--- config.mk ---
export PLATFORM = sky130hd
export DESIGN_NAME = vrf
export DESIGN_NICKNAME = d
export VERILOG_FILES = /design/src/source/vrf_pkg.sv /design/src/source/bank_wr_if.sv /design/src/source/sdp_distram.sv /design/src/source/vrf.sv /design/src/source/xor_bank_array.sv /design/src/source/xor_read_decoder.sv /design/src/source/xor_write_encoder.sv
export VERILOG_INCLUDE_DIRS = /design/src /design/src/source
export SDC_FILE = /design/constraint.sdc
export NUM_CORES = 2
export LEC_CHECK = 0
export ABC_AREA = 0
export BUFFER_PORTS_ARGS = -buffer_cell sky130_fd_sc_hd__clkbuf_2
export CAP_MARGIN = 15
export CELL_PAD_IN_SITES_DETAIL_PLACEMENT = 1
export CELL_PAD_IN_SITES_GLOBAL_PLACEMENT = 2
export CORE_ASPECT_RATIO = 0.5
export CORE_UTILIZATION = 27
export CTS_CLUSTER_SIZE = 12
export DETAILED_ROUTE_END_ITERATION = 12
export PLACE_DENSITY = 0.57
export SYNTH_ARGS = -nofsm -noshare
export SYNTH_HDL_FRONTEND = slang
export SYNTH_SLANG_ARGS = --single-unit
--- constraint.sdc ---
create_clock -name clk -period 5.44 [get_ports clk]
set_input_delay 0.272 -clock clk [delete_from_list [all_inputs] [get_ports clk]]
set_output_delay 0.272 -clock clk [all_outputs]
set_load 0.03 [all_outputs]
--- src/source/vrf_config.svh ---
`ifndef VRF_CONFIG_SVH
`define VRF_CONFIG_SVH

// number of words held by the register file
`define VRF_DEPTH 32

// word width in bits
`define VRF_WIDTH 16

// write ports, one bank per write port
`define VRF_W_PORTS 2

// independent read ports
`define VRF_R_PORTS 2

// address width follows the depth
`define VRF_ADDR_W ($clog2(`VRF_DEPTH))

`endif

--- src/source/vrf_pkg.sv ---
`include "vrf_config.svh"

package vrf_pkg;

   // word address into any bank
   typedef logic [`VRF_ADDR_W-1:0] addr_t;

   // one register word
   typedef logic [`VRF_WIDTH-1:0] word_t;

   // one word per bank
   typedef word_t [`VRF_W_PORTS-1:0] word_arr_t;

endpackage

--- src/source/bank_wr_if.sv ---
`timescale 1ns/100ps
`include "vrf_config.svh"

interface bank_wr_if;

   // raw write address, used to look up the other banks
   vrf_pkg::addr_t [`VRF_W_PORTS-1:0] lkp_addr;

   // lkp_data[c][b] is the word of bank b seen by bank c
   // entry [c][c] is always zero
   vrf_pkg::word_arr_t [`VRF_W_PORTS-1:0] lkp_data;

   // registered write, one entry per bank
   vrf_pkg::addr_t [`VRF_W_PORTS-1:0] wr_addr;
   logic [`VRF_W_PORTS-1:0]           wr_en;
   vrf_pkg::word_arr_t                wr_data;

   modport producer (
      output lkp_addr,
      input  lkp_data,
      output wr_addr,
      output wr_en,
      output wr_data
   );

   modport buffer (
      input  lkp_addr,
      output lkp_data,
      input  wr_addr,
      input  wr_en,
      input  wr_data
   );

endinterface

--- src/source/sdp_distram.sv ---
`timescale 1ns/100ps
`include "vrf_config.svh"

module sdp_distram #(
   parameter int DEPTH = `VRF_DEPTH,
   parameter int WIDTH = `VRF_WIDTH
)
(
   input  logic           clk,
   input  logic           rstn,
   input  logic           wr_en_i,
   input  vrf_pkg::addr_t wr_addr_i,
   input  vrf_pkg::word_t wr_data_i,
   input  logic           rd_en_i,
   input  vrf_pkg::addr_t rd_addr_i,
   output vrf_pkg::word_t rd_data_o
);

   // lut storage starts out all zero
   logic [WIDTH-1:0] mem [DEPTH] = '{default: '0};

   always_ff @(posedge clk)
   begin
      if (wr_en_i)
      begin
         mem[wr_addr_i] <= wr_data_i;
      end
   end

   // output register holds its word while rd_en_i is low
   // a read at the write edge still returns the old word
   always_ff @(posedge clk)
   begin
      if (!rstn)
      begin
         rd_data_o <= '0;
      end
      else if (rd_en_i)
      begin
         rd_data_o <= mem[rd_addr_i];
      end
   end

endmodule

--- src/source/vrf.sv ---
`timescale 1ns/100ps
`include "vrf_config.svh"

module vrf (
   input  logic                              clk,
   input  logic                              rstn,

   // write ports
   input  logic [`VRF_W_PORTS-1:0]           wen_i,
   input  vrf_pkg::addr_t [`VRF_W_PORTS-1:0] waddr_i,
   input  vrf_pkg::word_arr_t                din_i,

   // read ports, one cycle latency
   input  logic [`VRF_R_PORTS-1:0]           ren_i,
   input  vrf_pkg::addr_t [`VRF_R_PORTS-1:0] raddr_i,
   output vrf_pkg::word_t [`VRF_R_PORTS-1:0] dout_o
);

   // raw bank outputs, [read port][bank]
   vrf_pkg::word_arr_t [`VRF_R_PORTS-1:0] bank_rdata;

   bank_wr_if bank_wr ();

   xor_write_encoder u_encoder (
      .clk     (clk),
      .rstn    (rstn),
      .wen_i   (wen_i),
      .waddr_i (waddr_i),
      .din_i   (din_i),
      .wr      (bank_wr.producer)
   );

   xor_bank_array u_banks (
      .clk          (clk),
      .rstn         (rstn),
      .wr           (bank_wr.buffer),
      .ren_i        (ren_i),
      .raddr_i      (raddr_i),
      .bank_rdata_o (bank_rdata)
   );

   xor_read_decoder u_decoder (
      .bank_rdata_i (bank_rdata),
      .dout_o       (dout_o)
   );

endmodule

--- src/source/xor_bank_array.sv ---
`timescale 1ns/100ps
`include "vrf_config.svh"

module xor_bank_array (
   input  logic                                  clk,
   input  logic                                  rstn,
   bank_wr_if.buffer                             wr,
   input  logic [`VRF_R_PORTS-1:0]               ren_i,
   input  vrf_pkg::addr_t [`VRF_R_PORTS-1:0]     raddr_i,
   output vrf_pkg::word_arr_t [`VRF_R_PORTS-1:0] bank_rdata_o
);

   for (genvar b = 0; b < `VRF_W_PORTS; b++)
   begin : g_bank

      // lookup copies of bank b, one for every other bank c
      for (genvar c = 0; c < `VRF_W_PORTS; c++)
      begin : g_lkp
         if (c != b)
         begin : g_copy
            sdp_distram #(
               .DEPTH (`VRF_DEPTH),
               .WIDTH (`VRF_WIDTH)
            ) u_lkp_ram (
               .clk       (clk),
               .rstn      (rstn),
               .wr_en_i   (wr.wr_en[b]),
               .wr_addr_i (wr.wr_addr[b]),
               .wr_data_i (wr.wr_data[b]),
               // lookup runs every cycle
               .rd_en_i   (1'b1),
               .rd_addr_i (wr.lkp_addr[c]),
               .rd_data_o (wr.lkp_data[c][b])
            );
         end
         else
         begin : g_self
            // a bank never needs its own contents
            assign wr.lkp_data[b][b] = '0;
         end
      end

      // read copies of bank b, one per read port
      for (genvar r = 0; r < `VRF_R_PORTS; r++)
      begin : g_rd
         sdp_distram #(
            .DEPTH (`VRF_DEPTH),
            .WIDTH (`VRF_WIDTH)
         ) u_rd_ram (
            .clk       (clk),
            .rstn      (rstn),
            .wr_en_i   (wr.wr_en[b]),
            .wr_addr_i (wr.wr_addr[b]),
            .wr_data_i (wr.wr_data[b]),
            .rd_en_i   (ren_i[r]),
            .rd_addr_i (raddr_i[r]),
            .rd_data_o (bank_rdata_o[r][b])
         );
      end

   end

endmodule

--- src/source/xor_read_decoder.sv ---
`timescale 1ns/100ps
`include "vrf_config.svh"

module xor_read_decoder (
   input  vrf_pkg::word_arr_t [`VRF_R_PORTS-1:0] bank_rdata_i,
   output vrf_pkg::word_t [`VRF_R_PORTS-1:0]     dout_o
);

   // xor across all banks cancels the encoding
   // and leaves the last word written to that address
   always_comb
   begin
      for (int r = 0; r < `VRF_R_PORTS; r++)
      begin
         dout_o[r] = '0;
         for (int b = 0; b < `VRF_W_PORTS; b++)
         begin
            dout_o[r] = dout_o[r] ^ bank_rdata_i[r][b];
         end
      end
   end

endmodule

--- src/source/xor_write_encoder.sv ---
`timescale 1ns/100ps
`include "vrf_config.svh"

module xor_write_encoder (
   input  logic                              clk,
   input  logic                              rstn,
   input  logic [`VRF_W_PORTS-1:0]           wen_i,
   input  vrf_pkg::addr_t [`VRF_W_PORTS-1:0] waddr_i,
   input  vrf_pkg::word_arr_t                din_i,
   bank_wr_if.producer                       wr
);

   logic [`VRF_W_PORTS-1:0]           wen_q;
   vrf_pkg::addr_t [`VRF_W_PORTS-1:0] waddr_q;
   vrf_pkg::word_arr_t                din_q;

   // registered write strobes
   always_ff @(posedge clk)
   begin
      if (!rstn)
      begin
         wen_q <= '0;
      end
      else
      begin
         wen_q <= wen_i;
      end
   end

   always_ff @(posedge clk)
   begin
      waddr_q <= waddr_i;
      din_q   <= din_i;
   end

   // lookups start from the raw address
   // so their result lines up with the registered request
   assign wr.lkp_addr = waddr_i;

   assign wr.wr_en   = wen_q;
   assign wr.wr_addr = waddr_q;

   // bank c stores din ^ (all other banks at that address)
   always_comb
   begin
      for (int c = 0; c < `VRF_W_PORTS; c++)
      begin
         wr.wr_data[c] = din_q[c];
         for (int b = 0; b < `VRF_W_PORTS; b++)
         begin
            wr.wr_data[c] = wr.wr_data[c] ^ wr.lkp_data[c][b];
         end
      end
   end

endmodule

==> impl_metrics.toml <==
[cells_and_area]
final_nets = 4298
final_cell_mix = "mux2i_1 (1,094), edfxtp_1 (1,024), a22oi_1 (530), a21oi_1 (331), mux4_2 (268)"
regArea_um2 = 33600
design_area_um2 = 70200
layout-drive-gt1-share_pct = 19.5
nFillCells = 23200
syn_to_final_growth_pct = 15.0
multi_input_comb_area_um2 = 26100
layout.cells.most_common = "mux2i_1"

[setup_path]
worst-path-stages = 3
startpoint_type = "flop"
critPathKind = "reg -> reg"
cp_data_arrival_time_ns = 3.35
cp.buffers_inverters = 1
cp_cell_sequence = "nand3b_1 -> nor2_4 -> buf_4"
worstPathRequired_ns = 5.90
startpoint = "u_encoder.wr.wr_en[0]$_SDFF_PN0_"
reg2reg_depth = 3
r2r_start = "u_encoder.wr.wr_en[0]$_SDFF_PN0_"
crit_fanout = 9
crit_path_end_kind = "flop"
critical_path.max_stage_delay_ns = 0.92
critPathTopFamily = "simple AND/OR/NAND/NOR gates"
slowest_stage = "nor2_4"

[routing]
ant_nets = 0
dr.first_iter.drc_count = 4327
wl_met3_mm = 17.1
firstDrtPassIters = 5
wl_met1_mm = 117
top_layer = "met4"
drt_wl_total_mm = 267
vias = 42200
route.detailed.drc = 0
post_drt_via_cell_ratio = 5.76
dr_wl_met2_mm = 122
wl_per_cell_um = 36.4

[yosys]
yosysSeqAreaShare_pct = 55.0
ys_types = 31
synth_edf_count = 1024
synthFlopType = "edfxtp_1"
async_reset_ff_share_pct = 0
syn_avg_cell_area_um2 = 14.6
synthCells = 4167
synth_fp_nets = 4225
yosysWarnings = 0
ys_ff_latch = 1164
synthesis.area_um2 = 61000

[worst_hold_path]
hp-start = "rstn"
min_path_type = "in -> reg"
min_path_cells = 3

[sta]
drv_slew = 0
hold_viol = 0
fin_crit_sh_pct = 53.0
worstMarginPinSlew_ns = 1.30
rsz0062_at_grt = "false"
setup_tns_ns = 0
slew_headroom_pct = 13.4
fin_ws_ns = 2.55
clock.fmax_mhz = 347
finClkSkew_ns = 0.0308
setup_violations = 0
period_needed_ns = 2.89

[power]
ir_worst_vdd_mv = 0.231
power.density_nw_per_um2 = 313
total_power_uw = 21900
p_leak_uw = 0.0249

[grt]
grt_pass1_wl_mm = 361
grt_overflow = 0
antenna_found_initial = 9
grtUsageTotal_pct = 22.8
first_global_vias = 43300
grt_max_degree = 92

[floorplanning]
die_w_um = 674
coreArea_um2 = 223000
start_util_pct = 27.4
num_rows = 122
die_h_um = 338
die-area_um2 = 228000
ios = 90

[clock_tree]
clock_sinks = 1164
cts_buffer_depth = 3
postCtsSetupBuffers = 0
hold_buffers = 40
h-tree-depth = 4
cts_resized = 0
clk_pin_slew_ns = 0.06
cts_tree = "done"
cts-root-buf = "clkbuf_16"
clk_latency_ns = 0.80
numCtsBuffers = 130

[place]
port_buffers = 89
gp_congestion = 0.811
pre_cts_ws_ns = 2.41
place_area_um2 = 65500
hpwl_mm = 156

[outcome]
outcome = "finished clean"

[run]
max_cap_violations = 0
==> per-layer routing <==
layer,up-vias,track usage (%)
met2,1714,36.8
li1,17200,-
met1,22900,30.8
met4,0,9.07
met5,-,0
met3,422,3.69
==> synth_stat cells (all sizes together), types with 39 or more instances <==
cell type  number  area, um2
or4            64        480
mux2i        1094      11000
a21oi         331       1660
edfxtp       1024      30700
a22oi         530       3980
nand2          39        146
clkbuf        174        653
xor2           64        561
dfxtp         140       2800
mux4          279       6320
o21ai          64        320
nor2           93        349
buf           184       1400
==> per-stage QoR <==
| stage | hold slack, ns | utilization [%] | cells |
|---|---|---|---|
| 4_1_cts | 0.000531 | 31.5 | 7320 |
| 5_1_grt | 0.0253 | 31.5 | 7321 |
| 3_5_place_dp | 0.377 | 29.4 | 7043 |
| 2_1_floorplan | 0.300 | - | 4167 |
| 3_3_place_gp | 0.374 | 29.4 | 7041 |
| 6_report | 0.0284 | 31.5 | 7327 |
==> logic make-up after synthesis <==
logic type | after synthesis | share of synthesized area (%)
mux | 1385 | 28.5
flops | 1164 | 55.0
buf+inv | 358 | 3.36
simple gates | 259 | 2.28
xor+xnor | 64 | 0.919
compound gates | 937 | 9.89
==> sequential cells by signal (all words and copies together), names as in the netlist <==
name	count
u_banks.g_bank.g_lkp.g_copy.u_lkp_ram.mem	368
u_banks.g_bank.g_lkp.g_copy.u_lkp_ram.rd_data_o	32
u_banks.g_bank.g_rd.u_rd_ram.mem	656
u_banks.g_bank.g_rd.u_rd_ram.rd_data_o	64
u_encoder.din_q	32
u_encoder.wr.wr_addr	10
u_encoder.wr.wr_en	2
==> worst paths after layout <==
kind,to,slack [ns]
min,flop,0.03
max,u_banks.g_bank[0].g_rd[1].u_rd_ram.mem[13][6]$_DFFE_PP_,2.55
min reg2reg,u_banks.g_bank[1].g_rd[1].u_rd_ram.rd_data_o[0]$_SDFFE_PN0P_,0.55
max reg2reg,u_banks.g_bank[0].g_rd[1].u_rd_ram.mem[13][6]$_DFFE_PP_,2.55
==> cell type report <==
type	instances	area share, %
sequential	1164	47.8
timing repair buffer	299	3.64
clock inverter	34	0.394
tap	2976	5.31
antenna	6	0.0214
clock buffer	203	5.60
multi-input combinational	2645	37.2
==> power by group <==
part	internal, uW	switching (uW)	total [uW]	leakage (uW)
sequential	10100	160	10200	0.0104
clock	5150	3840	8990	0.00207
combinational	870	1860	2730	0.0125
total	16100	5850	21900	0.0249
==> worst register-to-register path, delay by kind of cell, from the launching register on <==
family,cells,cell delay (ns)
and+or+nand+nor,2,1.58
buffers and inverters,1,0.43
DFF,1,0.53
No activity file was read; power rests on OpenSTA's default activity.
